**config.mk**
```make
export PLATFORM = sky130hd
export DESIGN_NAME = sample_discriminator
export DESIGN_NICKNAME = d
export VERILOG_FILES = /design/src/hw/rx_pkg.sv /design/src/hw/disc_pkg.sv /design/src/hw/disc_config_regs.sv /design/src/hw/hysteresis_trigger.sv /design/src/hw/keep_window.sv /design/src/hw/sample_discriminator.sv /design/src/hw/segment_tagger.sv
export SDC_FILE = /design/constraint.sdc
export NUM_CORES = 1
export LEC_CHECK = 0
export BUFFER_PORTS_ARGS = -buffer_cell sky130_fd_sc_hd__buf_2
export CORE_UTILIZATION = 48
export CTS_BUF_LIST = sky130_fd_sc_hd__clkbuf_16
export CTS_CLUSTER_DIAMETER = 120
export DETAILED_ROUTE_END_ITERATION = 8
export GPL_TIMING_DRIVEN = 1
export PLACE_DENSITY_LB_ADDON = 0.05
export SYNTH_ARGS = -nofsm -noshare
export SYNTH_HDL_FRONTEND = slang
export SYNTH_HIERARCHICAL = 1
export SYNTH_SLANG_ARGS = --single-unit
export TNS_END_PERCENT = 10
```
**constraint.sdc**
```tcl
create_clock -name adc_clk -period 4.88 [get_ports adc_clk]
set_clock_uncertainty 0.05 [all_clocks]
set_input_delay 0.732 -clock adc_clk [delete_from_list [all_inputs] [get_ports adc_clk]]
set_output_delay 0.732 -clock adc_clk [all_outputs]
set_load 0.03 [all_outputs]
```
**src/hw/rx_pkg.sv**
```systemverilog
// ==================================================
// ADC data path definitions
// channel counts, sample and batch types
// ==================================================

package rx_pkg;

  // analog channels coming from the ADC
  localparam int CHANNELS = 2;

  // digital trigger inputs
  localparam int DIGITAL_CHANNELS = 2;

  localparam int SAMPLE_WIDTH = 16;

  // samples delivered per valid cycle
  localparam int PARALLEL_SAMPLES = 2;

  localparam int BATCH_WIDTH = PARALLEL_SAMPLES * SAMPLE_WIDTH;

  typedef logic signed [SAMPLE_WIDTH-1:0] sample_t;

  // sample 0 sits in the low bits
  typedef logic [BATCH_WIDTH-1:0] batch_t;

endpackage

```
**src/hw/disc_pkg.sv**
```systemverilog
// ==================================================
// discriminator definitions
// delay, source and timestamp widths
// configuration address map
// ==================================================

package disc_pkg;

  // depth of the data delay line
  localparam int MAX_DELAY_CYCLES = 16;
  localparam int TIMER_BITS = $clog2(MAX_DELAY_CYCLES);

  // flag line covers start and stop windows
  localparam int FLAG_LINE_DEPTH = 2 * MAX_DELAY_CYCLES;

  // flag position of the batch being decided
  localparam int WINDOW_CENTER = MAX_DELAY_CYCLES - 1;

  // input to output latency in cycles
  localparam int PIPE_DEPTH = MAX_DELAY_CYCLES + 2;

  // analog sources first, then digital triggers
  localparam int SOURCE_BITS = $clog2(rx_pkg::CHANNELS + rx_pkg::DIGITAL_CHANNELS);

  localparam int TIME_WIDTH = 24;
  localparam int SAMPLE_INDEX_WIDTH = 8;
  localparam int TSTAMP_WIDTH = TIME_WIDTH + SAMPLE_INDEX_WIDTH;

  localparam int CFG_DATA_WIDTH = 32;
  localparam int CFG_CHAN_BITS = 4;

  typedef logic [TIMER_BITS-1:0] delay_t;
  typedef logic [SOURCE_BITS-1:0] source_t;
  typedef logic [TIME_WIDTH-1:0] time_t;
  typedef logic [SAMPLE_INDEX_WIDTH-1:0] index_t;
  typedef logic [TSTAMP_WIDTH-1:0] tstamp_t;
  typedef logic [CFG_DATA_WIDTH-1:0] cfg_data_t;
  typedef logic [CFG_CHAN_BITS-1:0] cfg_chan_t;

  // thresh: high in 31:16, low in 15:0
  // delay: start in 3:0, stop in 7:4
  // disable: whole mask in the low bits, channel ignored
  typedef enum logic [1:0] {
    CFG_THRESH,
    CFG_DELAY,
    CFG_SOURCE,
    CFG_DISABLE
  } cfg_addr_t;

endpackage

```
**src/hw/disc_config_regs.sv**
```systemverilog
// ==================================================
// configuration register file
// thresholds, delays, trigger sources, disable mask
// ==================================================

module disc_config_regs import rx_pkg::*, disc_pkg::*; (
  input  logic                  adc_clk,
  input  logic                  reset_i,
  input  logic                  cfg_valid_i,
  output logic                  cfg_ready_o,
  input  cfg_addr_t             cfg_addr_i,
  input  cfg_chan_t             cfg_chan_i,
  input  cfg_data_t             cfg_data_i,
  output sample_t [CHANNELS-1:0] low_thresh_o,
  output sample_t [CHANNELS-1:0] high_thresh_o,
  output delay_t  [CHANNELS-1:0] start_delay_o,
  output delay_t  [CHANNELS-1:0] stop_delay_o,
  output source_t [CHANNELS-1:0] source_o,
  output logic    [CHANNELS-1:0] disable_o
);

  logic cfg_write;

  assign cfg_write = cfg_valid_i & cfg_ready_o;

  // ready rises one cycle after reset is released
  always_ff @(posedge adc_clk) begin
    if (reset_i) begin
      cfg_ready_o <= 1'b0;
    end else begin
      cfg_ready_o <= 1'b1;
    end
  end

  always_ff @(posedge adc_clk) begin
    if (reset_i) begin
      low_thresh_o  <= '0;
      high_thresh_o <= '0;
      start_delay_o <= '0;
      stop_delay_o  <= '0;
      disable_o     <= '0;
      // every channel triggers on itself by default
      for (int ch = 0; ch < CHANNELS; ch++) begin
        source_o[ch] <= source_t'(ch);
      end
    end else if (cfg_write) begin
      if (cfg_addr_i == CFG_DISABLE) begin
        disable_o <= cfg_data_i[CHANNELS-1:0];
      end
      for (int ch = 0; ch < CHANNELS; ch++) begin
        if (cfg_chan_i == cfg_chan_t'(ch)) begin
          case (cfg_addr_i)
            CFG_THRESH: begin
              high_thresh_o[ch] <= sample_t'(cfg_data_i[2*SAMPLE_WIDTH-1:SAMPLE_WIDTH]);
              low_thresh_o[ch]  <= sample_t'(cfg_data_i[SAMPLE_WIDTH-1:0]);
            end
            CFG_DELAY: begin
              start_delay_o[ch] <= cfg_data_i[TIMER_BITS-1:0];
              stop_delay_o[ch]  <= cfg_data_i[2*TIMER_BITS-1:TIMER_BITS];
            end
            CFG_SOURCE: begin
              source_o[ch] <= cfg_data_i[SOURCE_BITS-1:0];
            end
            default: begin
            end
          endcase
        end
      end
    end
  end

  // host must only address channels that exist
  a_chan_in_range: assert property (
    @(posedge adc_clk) disable iff (reset_i)
    cfg_write |-> (cfg_chan_i < cfg_chan_t'(CHANNELS))
  );

endmodule

```
**src/hw/hysteresis_trigger.sv**
```systemverilog
// ==================================================
// hysteresis trigger per analog channel
// trigger source selection and input register
// ==================================================

module hysteresis_trigger import rx_pkg::*, disc_pkg::*; (
  input  logic                          adc_clk,
  input  logic                          reset_i,
  input  logic                          adc_valid_i,
  input  batch_t  [CHANNELS-1:0]        adc_data_i,
  input  logic    [DIGITAL_CHANNELS-1:0] trig_i,
  input  sample_t [CHANNELS-1:0]        low_thresh_i,
  input  sample_t [CHANNELS-1:0]        high_thresh_i,
  input  source_t [CHANNELS-1:0]        source_i,
  output logic    [CHANNELS-1:0]        flag_o,
  output batch_t  [CHANNELS-1:0]        data_o,
  output logic                          valid_o
);

  logic [CHANNELS-1:0] above_high;
  logic [CHANNELS-1:0] above_low;
  logic [CHANNELS-1:0] state_q;
  logic [CHANNELS-1:0] state_d;
  logic [CHANNELS-1:0] flag_d;

  // threshold compare over all samples of the batch
  always_comb begin
    for (int ch = 0; ch < CHANNELS; ch++) begin
      above_high[ch] = 1'b0;
      above_low[ch]  = 1'b0;
      for (int s = 0; s < PARALLEL_SAMPLES; s++) begin
        if (sample_t'(adc_data_i[ch][s*SAMPLE_WIDTH +: SAMPLE_WIDTH]) > high_thresh_i[ch]) begin
          above_high[ch] = 1'b1;
        end
        if (sample_t'(adc_data_i[ch][s*SAMPLE_WIDTH +: SAMPLE_WIDTH]) > low_thresh_i[ch]) begin
          above_low[ch] = 1'b1;
        end
      end
    end
  end

  // clear has priority over set
  always_comb begin
    state_d = state_q;
    for (int ch = 0; ch < CHANNELS; ch++) begin
      if (adc_valid_i) begin
        if (!above_low[ch]) begin
          state_d[ch] = 1'b0;
        end else if (above_high[ch]) begin
          state_d[ch] = 1'b1;
        end
      end
    end
  end

  always_comb begin
    for (int ch = 0; ch < CHANNELS; ch++) begin
      flag_d[ch] = 1'b0;
      for (int a = 0; a < CHANNELS; a++) begin
        if (source_i[ch] == source_t'(a)) begin
          flag_d[ch] = state_d[a];
        end
      end
      // digital triggers follow the analog sources
      for (int d = 0; d < DIGITAL_CHANNELS; d++) begin
        if (source_i[ch] == source_t'(CHANNELS + d)) begin
          flag_d[ch] = trig_i[d];
        end
      end
      flag_d[ch] = flag_d[ch] & adc_valid_i;
    end
  end

  always_ff @(posedge adc_clk) begin
    if (reset_i) begin
      state_q <= '0;
      flag_o  <= '0;
      valid_o <= 1'b0;
    end else begin
      state_q <= state_d;
      flag_o  <= flag_d;
      valid_o <= adc_valid_i;
    end
  end

  always_ff @(posedge adc_clk) begin
    data_o <= adc_data_i;
  end

endmodule

```
**src/hw/keep_window.sv**
```systemverilog
// ==================================================
// data and flag delay lines
// start/stop window keep decision
// ==================================================

module keep_window import rx_pkg::*, disc_pkg::*; (
  input  logic                  adc_clk,
  input  logic                  reset_i,
  input  logic   [CHANNELS-1:0] flag_i,
  input  batch_t [CHANNELS-1:0] data_i,
  input  logic                  valid_i,
  input  delay_t [CHANNELS-1:0] start_delay_i,
  input  delay_t [CHANNELS-1:0] stop_delay_i,
  input  logic   [CHANNELS-1:0] disable_i,
  output batch_t [CHANNELS-1:0] data_o,
  output logic                  valid_o,
  output logic   [CHANNELS-1:0] keep_o
);

  batch_t [CHANNELS-1:0] data_q [MAX_DELAY_CYCLES];
  logic [MAX_DELAY_CYCLES-1:0] valid_q;
  logic [CHANNELS-1:0] flag_q [FLAG_LINE_DEPTH];
  logic [CHANNELS-1:0] hit;

  always_ff @(posedge adc_clk) begin
    data_q[0] <= data_i;
    for (int i = 1; i < MAX_DELAY_CYCLES; i++) begin
      data_q[i] <= data_q[i-1];
    end
  end

  always_ff @(posedge adc_clk) begin
    if (reset_i) begin
      valid_q <= '0;
      for (int i = 0; i < FLAG_LINE_DEPTH; i++) begin
        flag_q[i] <= '0;
      end
    end else begin
      valid_q   <= {valid_q[MAX_DELAY_CYCLES-2:0], valid_i};
      flag_q[0] <= flag_i;
      for (int i = 1; i < FLAG_LINE_DEPTH; i++) begin
        flag_q[i] <= flag_q[i-1];
      end
    end
  end

  // position p counts back from the newest flag, flag_i is p = 0
  // the batch being decided sits at WINDOW_CENTER
  always_comb begin
    for (int ch = 0; ch < CHANNELS; ch++) begin
      hit[ch] = 1'b0;
      if (int'(start_delay_i[ch]) >= WINDOW_CENTER) begin
        hit[ch] = flag_i[ch];
      end
      for (int p = 1; p <= FLAG_LINE_DEPTH; p++) begin
        if ((p + int'(start_delay_i[ch]) >= WINDOW_CENTER) &&
            (p <= WINDOW_CENTER + int'(stop_delay_i[ch]))) begin
          hit[ch] = hit[ch] | flag_q[p-1][ch];
        end
      end
    end
  end

  // valid of the centre batch is one stage before the output tap
  always_ff @(posedge adc_clk) begin
    if (reset_i) begin
      keep_o <= '0;
    end else begin
      keep_o <= {CHANNELS{valid_q[MAX_DELAY_CYCLES-2]}} & (disable_i | hit);
    end
  end

  assign data_o  = data_q[MAX_DELAY_CYCLES-1];
  assign valid_o = valid_q[MAX_DELAY_CYCLES-1];

  // flags only ever arrive with a valid batch
  a_flag_has_valid: assert property (
    @(posedge adc_clk) disable iff (reset_i)
    (|flag_i) |-> valid_i
  );

endmodule

```
**src/hw/sample_discriminator.sv**
```systemverilog
// ==================================================
// multichannel sample discriminator top level
// ==================================================

module sample_discriminator import rx_pkg::*, disc_pkg::*; (
  input  logic                          adc_clk,
  input  logic                          reset_i,
  input  logic                          cfg_valid_i,
  output logic                          cfg_ready_o,
  input  cfg_addr_t                     cfg_addr_i,
  input  cfg_chan_t                     cfg_chan_i,
  input  cfg_data_t                     cfg_data_i,
  input  logic                          adc_valid_i,
  input  batch_t  [CHANNELS-1:0]        adc_data_i,
  input  logic    [DIGITAL_CHANNELS-1:0] trig_i,
  output logic    [CHANNELS-1:0]        data_valid_o,
  output batch_t  [CHANNELS-1:0]        data_o,
  output logic    [CHANNELS-1:0]        tstamp_valid_o,
  output tstamp_t [CHANNELS-1:0]        tstamp_o
);

  sample_t [CHANNELS-1:0] low_thresh;
  sample_t [CHANNELS-1:0] high_thresh;
  delay_t  [CHANNELS-1:0] start_delay;
  delay_t  [CHANNELS-1:0] stop_delay;
  source_t [CHANNELS-1:0] source;
  logic    [CHANNELS-1:0] disable_mask;

  logic    [CHANNELS-1:0] trig_flag;
  batch_t  [CHANNELS-1:0] trig_data;
  logic                   trig_valid;

  batch_t  [CHANNELS-1:0] win_data;
  logic                   win_valid;
  logic    [CHANNELS-1:0] win_keep;

  disc_config_regs i_disc_config_regs (
    .adc_clk       (adc_clk),
    .reset_i       (reset_i),
    .cfg_valid_i   (cfg_valid_i),
    .cfg_ready_o   (cfg_ready_o),
    .cfg_addr_i    (cfg_addr_i),
    .cfg_chan_i    (cfg_chan_i),
    .cfg_data_i    (cfg_data_i),
    .low_thresh_o  (low_thresh),
    .high_thresh_o (high_thresh),
    .start_delay_o (start_delay),
    .stop_delay_o  (stop_delay),
    .source_o      (source),
    .disable_o     (disable_mask)
  );

  hysteresis_trigger i_hysteresis_trigger (
    .adc_clk       (adc_clk),
    .reset_i       (reset_i),
    .adc_valid_i   (adc_valid_i),
    .adc_data_i    (adc_data_i),
    .trig_i        (trig_i),
    .low_thresh_i  (low_thresh),
    .high_thresh_i (high_thresh),
    .source_i      (source),
    .flag_o        (trig_flag),
    .data_o        (trig_data),
    .valid_o       (trig_valid)
  );

  keep_window i_keep_window (
    .adc_clk       (adc_clk),
    .reset_i       (reset_i),
    .flag_i        (trig_flag),
    .data_i        (trig_data),
    .valid_i       (trig_valid),
    .start_delay_i (start_delay),
    .stop_delay_i  (stop_delay),
    .disable_i     (disable_mask),
    .data_o        (win_data),
    .valid_o       (win_valid),
    .keep_o        (win_keep)
  );

  segment_tagger i_segment_tagger (
    .adc_clk        (adc_clk),
    .reset_i        (reset_i),
    .data_i         (win_data),
    .valid_i        (win_valid),
    .keep_i         (win_keep),
    .data_valid_o   (data_valid_o),
    .data_o         (data_o),
    .tstamp_valid_o (tstamp_valid_o),
    .tstamp_o       (tstamp_o)
  );

endmodule

```
**src/hw/segment_tagger.sv**
```systemverilog
// ==================================================
// output stage with segment timestamps
// cycle counter and per-channel kept index
// ==================================================

module segment_tagger import rx_pkg::*, disc_pkg::*; (
  input  logic                   adc_clk,
  input  logic                   reset_i,
  input  batch_t  [CHANNELS-1:0] data_i,
  input  logic                   valid_i,
  input  logic    [CHANNELS-1:0] keep_i,
  output logic    [CHANNELS-1:0] data_valid_o,
  output batch_t  [CHANNELS-1:0] data_o,
  output logic    [CHANNELS-1:0] tstamp_valid_o,
  output tstamp_t [CHANNELS-1:0] tstamp_o
);

  time_t cycle_count;
  index_t [CHANNELS-1:0] kept_index;
  logic [CHANNELS-1:0] prev_kept;
  logic [CHANNELS-1:0] seg_start;

  // first kept batch after a dropped valid batch
  assign seg_start = {CHANNELS{valid_i}} & keep_i & ~prev_kept;

  // counter lags the input by the pipeline so it reads as input time
  always_ff @(posedge adc_clk) begin
    if (reset_i) begin
      cycle_count <= time_t'(0) - time_t'(PIPE_DEPTH - 1);
    end else begin
      cycle_count <= cycle_count + time_t'(1);
    end
  end

  always_ff @(posedge adc_clk) begin
    if (reset_i) begin
      kept_index <= '0;
      prev_kept  <= '0;
    end else if (valid_i) begin
      prev_kept <= keep_i;
      for (int ch = 0; ch < CHANNELS; ch++) begin
        if (keep_i[ch]) begin
          kept_index[ch] <= kept_index[ch] + index_t'(1);
        end
      end
    end
  end

  always_ff @(posedge adc_clk) begin
    if (reset_i) begin
      data_valid_o   <= '0;
      tstamp_valid_o <= '0;
    end else begin
      data_valid_o   <= {CHANNELS{valid_i}} & keep_i;
      tstamp_valid_o <= seg_start;
    end
  end

  // time in the high bits, index below
  always_ff @(posedge adc_clk) begin
    data_o <= data_i;
    for (int ch = 0; ch < CHANNELS; ch++) begin
      tstamp_o[ch] <= {cycle_count, kept_index[ch]};
    end
  end

endmodule

```
==> reports/results.tsv, run 1 <==
metric	value	unit
synth.avg_cell_area	13.4	sq um
final_cell_mix	1,410 x dfxtp_1, 239 x buf_2, 214 x nand2_1, 175 x ha_1, 135 x inv_1	
rsz0062_at_grt	no	
layout_commonest_cell	dfxtp_1	
worst_slew_pin_slew	0.974	ns
gp_congestion	0.882	
max_stage_delay	0.62	ns
p_clk_share	43.7	%
grt_max_degree	68	
path_max_fanout	11	
worst-path-buf-inv	1	
power-per-cell-area	521	nW/um^2
fmax	0.281	GHz
syn_inst	2844	
grtUsageTotal	18.2	%
drive_gt1_share	14.8	%
post_cts_buffers	0	
synthDistinctLibCells	92	
synth_edf_count	0	
switching_share	21.5	%
p_int	0.0181	W
cts_root_buffer	clkbuf_16	
die-area	80400	sq um
tritoncts	yes	
area_growth	16.0	%
synth_fp_nets	3127	
clkSinkCount	1410	
syn_area	38100	sq um
hpwlAfterDp	51.5	mm
yosysSeqAreaShare	74.2	%
critPathCaptureType	register	
stdcell_count	4223	
seq_power_share	53.2	%
start_kind	register	
crit_top_cell	ha_1	
floorplan.initialDensity	48.8	%
fin_crit_sh	72.9	%
numCtsBuffers	132	
synth.largest_area_cell	dfxtp_1	
critPathKind	register to register	
synth_area_leaders	dfxtp_1 74%, ha_1 5.8%, mux2i_1 2.3%	
fin_nets	3362	
ioPinCount	241	
synth_top_area_share	74.2	%
cpMaxStageDelayCell	o311ai_0	
finalSetupViolCount	0	
rows	102	
fp.dieW	284	microns
vias_per_cell	4.73	
multi_input_area	8470	sq um
gr-total-overflow	0	
power_switching	0.00493	W
maxSlewHeadroom	34.2	%
grt_pass1_wl	112	mm
numPortBuffers	240	
clk_pin_slew_worst_paths	0.06	ns
cts_buffer_depth	3	
crit_required	5.39	ns
tns	0	ns
yosysWarnings	6	
finalHoldViolations	0	
firstDrtPassIters	5	
ctsResizeCount	0	
die_h	284	microns
ant_nets	0	
seqCellArea	28200	sq um
cp_top_family	compound AO/OA/AOI/OAI gates	
timing.final.max_slew_violations	0	
route.detailed.drc	0	
first_global_vias	19934	
status	finished clean	
path_cells	inv_1, ha_1, ha_1, and3b_1, o311ai_0, nor2_1, a2111oi_0, nand4_1, a2111oi_2, a31oi_1	
synth_seq_cells	1410	
synth_async_sr_flop_share	0	%
initialDrtViolationCount	1099	
vdd_ir_drop_max	0.304	mV
routedWlPerCell	17.1	microns
fillers	6341	
period_needed	3.56	ns
cap_violations	0	
p_leak	18.8	nW
hold_path.class	input pin to register	
insertion_delay	0.72	ns
finalWirelength	72.4	mm
hold_buffers	0	
core_area	78000	sq um
ys.flop_type	dfxtp_1	
antenna_found_initial	4	
cts_max_level	4	
pwr-share-comb	3.1	%
via_count	19955	
dp.cells	3985	
cp.arrival	4.06	ns
worst register-to-register path, stage by stage, from the launching register on:
cell and delay (ns):
dfxtp_1 0.60, inv_1 0.23, ha_1 0.32, ha_1 0.33, and3b_1 0.21, o311ai_0 0.62
nor2_1 0.11, a2111oi_0 0.36, nand4_1 0.17, a2111oi_2 0.30, a31oi_1 0.12
stage by stage:
stage	total power (W)	instance area, sq um	utilization [%]	setup WS (ns)	hold slack [ns]
6_report	0.0230	44100	56.6	1.32	0.102
3_3_place_gp	0.0132	39700	50.9	1.43	0.260
5_1_grt	0.0240	44100	56.6	0.999	0.0543
2_1_floorplan	0.0130	38100	-	1.71	0.260
3_5_place_dp	0.0132	39700	50.9	1.39	0.262
4_1_cts	0.0233	44100	56.6	1.38	0.0379
cells in the mapped netlist, types with 4 or more instances:
master	instances
dfxtp_1	1410
nand2_1	214
ha_1	175
inv_1	110
buf_4	91
nor2b_1	90
mux2i_1	89
a21oi_1	77
nor2_1	63
nand3_1	46
clkbuf_1	44
nand4_1	41
o21ai_0	41
nor3_1	24
a31oi_1	21
xor2_1	20
o211ai_1	18
nand2b_1	17
xnor2_1	17
a21o_1	15
nor4_1	14
a211oi_1	11
or3_1	11
and4_1	9
o21a_1	8
a21boi_0	7
o31a_1	7
o2111ai_1	6
o22ai_1	6
or3b_2	6
or4_1	6
and3_1	5
nand3b_1	5
o21ai_1	5
o21bai_1	5
o31ai_1	5
and4b_1	4
buf_1	4
buf_2	4
o221ai_1	4
or3b_1	4
cells by family after synthesis:
logic type / after synthesis / synth area share, %
xor+xnor: 37 / 0.852
buf+inv: 260 / 3.60
fa+ha+maj: 176 / 5.78
mux: 91 / 2.40
flops: 1410 / 74.2
simple gates: 588 / 8.09
compound gates: 282 / 5.10
layout make-up:
class                      instances  area share, %
inverter                         111          0.947
clock inverter                   103           2.52
timing repair buffer             250           2.90
sequential                      1410           63.9
antenna                            2         0.0113
multi-input combinational       1174           19.2
tap                             1040           2.95
clock buffer                     133           7.54
power by group through the flow:
stage          Sequential [W]  Clock, W  Combinational [W]
3_5_place_dp           0.0125         0           0.000715
5_1_grt                0.0123    0.0109           0.000776
4_1_cts                0.0122    0.0104           0.000718
6_report               0.0122    0.0101           0.000717
2_1_floorplan          0.0125         0           0.000414
3_3_place_gp           0.0125         0           0.000693
flip-flops by register name (all words and copies together) (netlist names), 24 cells and up:
| register | cells |
|---|---|
| i_segment_tagger/data_o | 64 |
| i_keep_window/data_q | 1024 |
| i_segment_tagger/tstamp_o | 40 |
| i_disc_config_regs/high_thresh_o | 32 |
| i_keep_window/flag_q | 62 |
| i_hysteresis_trigger/data_o | 64 |
| i_segment_tagger/cycle_count | 24 |
| i_disc_config_regs/low_thresh_o | 32 |
final timing paths:
path | slack, ns | cells after the start | endpoint | startpoint
max | 1.32 | 10 | i_keep_window/keep_o[1] | i_disc_config_regs/start_delay_o[5]
max reg2reg | 1.32 | 10 | i_keep_window/keep_o[1] | i_disc_config_regs/start_delay_o[5]
min | 0.10 | 1 | i_hysteresis_trigger/data_o[16] | adc_data_i[16]
min reg2reg | 0.24 | 0 | i_keep_window/data_q[0][46] | i_hysteresis_trigger/data_o[46]
layer usage:
layer / up-vias / global-route usage, % / wire, microns
met3: 145 / 4.16 / 3700
li1: 9909 / - / -
met1: 9429 / 23.5 / 32900
met4: 0 / 6.93 / 2080
met5: - / 0 / 0
met2: 472 / 29.5 / 33700
No activity file was read; power rests on OpenSTA's default activity.
==> inputs of run 2 (changes only) <==
- ABC_AREA: default -> 1
- clock period: 4.88 -> 2.98 ns (I/O delays scaled with it)
==> run 2 against run 1 <==
Against the previous run: die area rose by 2.2%; fmax increased by 34%; via count up 12%; area after synthesis up 2.2%; global-route usage grew 0.36 points; synthesized cell count is 22% higher; setup slack got worse by 1.0 ns; final cell count is 17% higher; register-to-register slack worse by 1.0 ns; clock power grew 50%; routed wire length up 5.9%; largest power group unchanged; highest routed layer unchanged.
==> reports/results.tsv, run 2 <==
metric	value	unit	change
finalSetupViolCount	0		unchanged
start_kind	register		
hpwlAfterDp	56.0	mm	+8.8%
crit_required	3.45	ns	-1.94 ns
worst_slew_pin_slew	0.949	ns	-0.0247 ns
cts_root_buffer	clkbuf_16		
period_needed	2.65	ns	-0.903 ns
min_delay_path_depth	5		+4
ant_nets	0		unchanged
synth_area_leaders	dfxtp_1 73%, ha_1 5.6%, nand2_1 4.8%		
grtUsageTotal	18.5	%	+0.36 points
min_from	cfg_data_i[17]		
ctsResizeCount	0		unchanged
cts_buffer_depth	3		unchanged
hold_path.class	input pin to register		
first_global_vias	21587		+8.3%
insertion_delay	0.71	ns	about the same
max_stage_delay	0.57	ns	-0.05 ns
rows	104		+2.0%
critPathCaptureType	register		
final_cell_mix	1,410 x dfxtp_1, 497 x nand2_1, 407 x nor2_1, 339 x inv_1, 240 x buf_2		
ioPinCount	241		unchanged
tritoncts	yes		
switching_share	21.4	%	-0.076 points
synthDistinctLibCells	39		-58%
fp.dieW	287	microns	+1.1%
tns	0	ns	unchanged
path_max_fanout	11		unchanged
pre_cts_slack	0.303	ns	-1.09 ns
timing.final.max_slew_violations	0		unchanged
numCtsBuffers	121		-8.3%
synth_top_area_share	72.5	%	-1.6 points
via_count	22280		+12%
layout_commonest_cell	dfxtp_1		
finalHoldViolations	0		unchanged
power_switching	0.00781	W	+58%
reg2reg_from	i_disc_config_regs/start_delay_o[2]		
path_cells	inv_1, ha_1, ha_1, nand3_1, nand3_1, nand2_1, inv_1, nor2_1, nand3_1, nor2_1, nand3_1, nor2_1, nor2_1		
gp_congestion	0.863		-2.2%
synth_seq_cells	1410		unchanged
rsz0062_at_grt	no		
firstDrtPassIters	7		+2
cpMaxStageDelayCell	dfxtp_1		
antenna_found_initial	2		-2
fin_nets	4047		+20%
clk_pin_slew_worst_paths	0.07	ns	about the same
gr-total-overflow	0		unchanged
drive_gt1_share	13.0	%	-1.8 points
die_h	287	microns	+1.1%
p_clk_share	41.5	%	-2.2 points
synth_fp_nets	3748		+20%
cp.arrival	3.12	ns	-0.94 ns
grt_pass1_wl	118	mm	+5.0%
grt_max_degree	85		+25%
p_int	0.0287	W	+59%
vdd_ir_drop_max	0.562	mV	+85%
routedWlPerCell	15.6	microns	-9.2%
area_growth	16.4	%	
clkSinkCount	1410		unchanged
cts_max_level	3		-1
floorplan.initialDensity	48.4	%	-0.42 points
syn_inst	3465		+22%
critPathKind	register to register		
synth.avg_cell_area	11.2	sq um	-16%
pwr-share-comb	3.8	%	+0.7 points
ys.flop_type	dfxtp_1		
power-per-cell-area	807	nW/um^2	+55%
yosysWarnings	6		unchanged
initialDrtViolationCount	1127		+2.5%
synth_edf_count	0		unchanged
reg_top3	i_keep_window/data_q x1024, i_hysteresis_trigger/data_o x64, i_segment_tagger/data_o x64		
fin_crit_sh	89.0	%	+16 points
synth.largest_area_cell	dfxtp_1		
dpl-instance-area	40700	sq um	+2.4%
route.detailed.drc	0		unchanged
syn_area	38900	sq um	+2.2%
fmax	0.377	GHz	+34%
synth_async_sr_flop_share	0	%	unchanged
power.total	0.0365	W	+59%
largest_reg_flops	1024		unchanged
finalWirelength	76.7	mm	+5.9%
seq_power_share	54.7	%	+1.5 points
core_area	80400	sq um	+3.1%
cap_violations	0		unchanged
fillers	6852		+8.1%
die-area	82200	sq um	+2.2%
fin_ws	0.327	ns	-0.997 ns
post_cts_buffers	0		unchanged
fin_util	56.3	%	-0.27 points
p_leak	20.2	nW	+7.6%
numPortBuffers	240		unchanged
regMostFlops	i_keep_window/data_q		
yosysSeqAreaShare	72.5	%	-1.6 points
status	finished clean		
synth_common_cells	1,410 x dfxtp_1, 497 x nand2_1, 409 x nor2_1		
yosysMostFrequentCell	dfxtp_1		
startpoint	i_disc_config_regs/start_delay_o[2]		
vias_per_cell	4.52		-4.3%
hold_buffers	66		+66
maxSlewHeadroom	36.7	%	+2.5 points
final_area	45300	sq um	+2.6%
reg2reg_depth	13		+3
==> run 2: cell types whose count changed in the layout (fill, tap and decap cells not counted), moves of 18 or more <==
cell and delta:
nor2_1 +344, nand2_1 +283, inv_1 +204, nor2b_1 -90, mux2i_1 -89, nand3_1 +86, dlygate4sd3_1 +66, nand4_1 +64
a31oi_1 -21, xor2_1 -20, nand2_2 +18
==> run 2: cells by family (layout without fill, tap and decap cells) <==
| family | after synthesis | count (layout) | synth area share (%) |
|---|---|---|---|
| flops | 1410 | 1410 | 72.5 |
| simple gates | 1215 | 1215 | 13.6 |
| buf+inv | 484 | 883 | 5.73 |
| compound gates | 179 | 179 | 2.50 |
| fa+ha+maj | 175 | 175 | 5.63 |
| xor+xnor | 2 | 2 | 0.0450 |
| other cells | 0 | 1 | 0 |
==> run 2: critical path, delay by kind of cell (launching register included) <==
family / cells / cell delay [ns]
simple gates: 9 / 0.87
fa+ha+maj: 2 / 0.69
flops: 1 / 0.57
buf+inv: 2 / 0.36
==> run 2: per-layer routing <==
metal	share of wire, %	GRT usage [%]	vias to the layer above
met5	0	0	-
met1	46	24.7	10247
met4	2.4	5.72	0
met3	4.4	3.26	126
met2	47	30.6	490
li1	-	-	11417
==> run 2: final cells by class <==
cell class | instances | area [sq um] | share of cell area [%]
Clock inverter | 101 | 922 | 2.04
Multi-Input combinational cell | 1571 | 8470 | 18.7
Clock buffer | 122 | 3050 | 6.74
Timing Repair Buffer | 325 | 2050 | 4.53
Sequential cell | 1410 | 28200 | 62.3
Tap cell | 1060 | 1330 | 2.93
Inverter | 335 | 1260 | 2.78
Antenna cell | 1 | 2.50 | 0.00552
==> run 2: worst paths after layout <==
kind | to | slack, ns
setup reg to reg | i_keep_window/keep_o[0] | 0.33
hold / removal | i_disc_config_regs/high_thresh_o[17] | 0.06
hold reg to reg | i_keep_window/data_q[1][498] | 0.24
setup / recovery | i_keep_window/keep_o[0] | 0.33
==> run 2: per-stage QoR <==
stage,hold slack [ns],std cells
after global routing,0.0362,4924
after detailed placement,0.262,4635
after global placement,0.260,4635
after floorplan,0.260,3465
after CTS,0.0132,4924
final,0.0634,4925
==> run 2: power groups by stage <==
stage          clock network, W  logic (W)  registers (W)
4_1_cts                  0.0156    0.00138         0.0200
6_report                 0.0152    0.00138         0.0200
5_1_grt                  0.0165    0.00152         0.0201
3_5_place_dp                  0    0.00130         0.0204
3_3_place_gp                  0    0.00129         0.0204
2_1_floorplan                 0   0.000764         0.0205
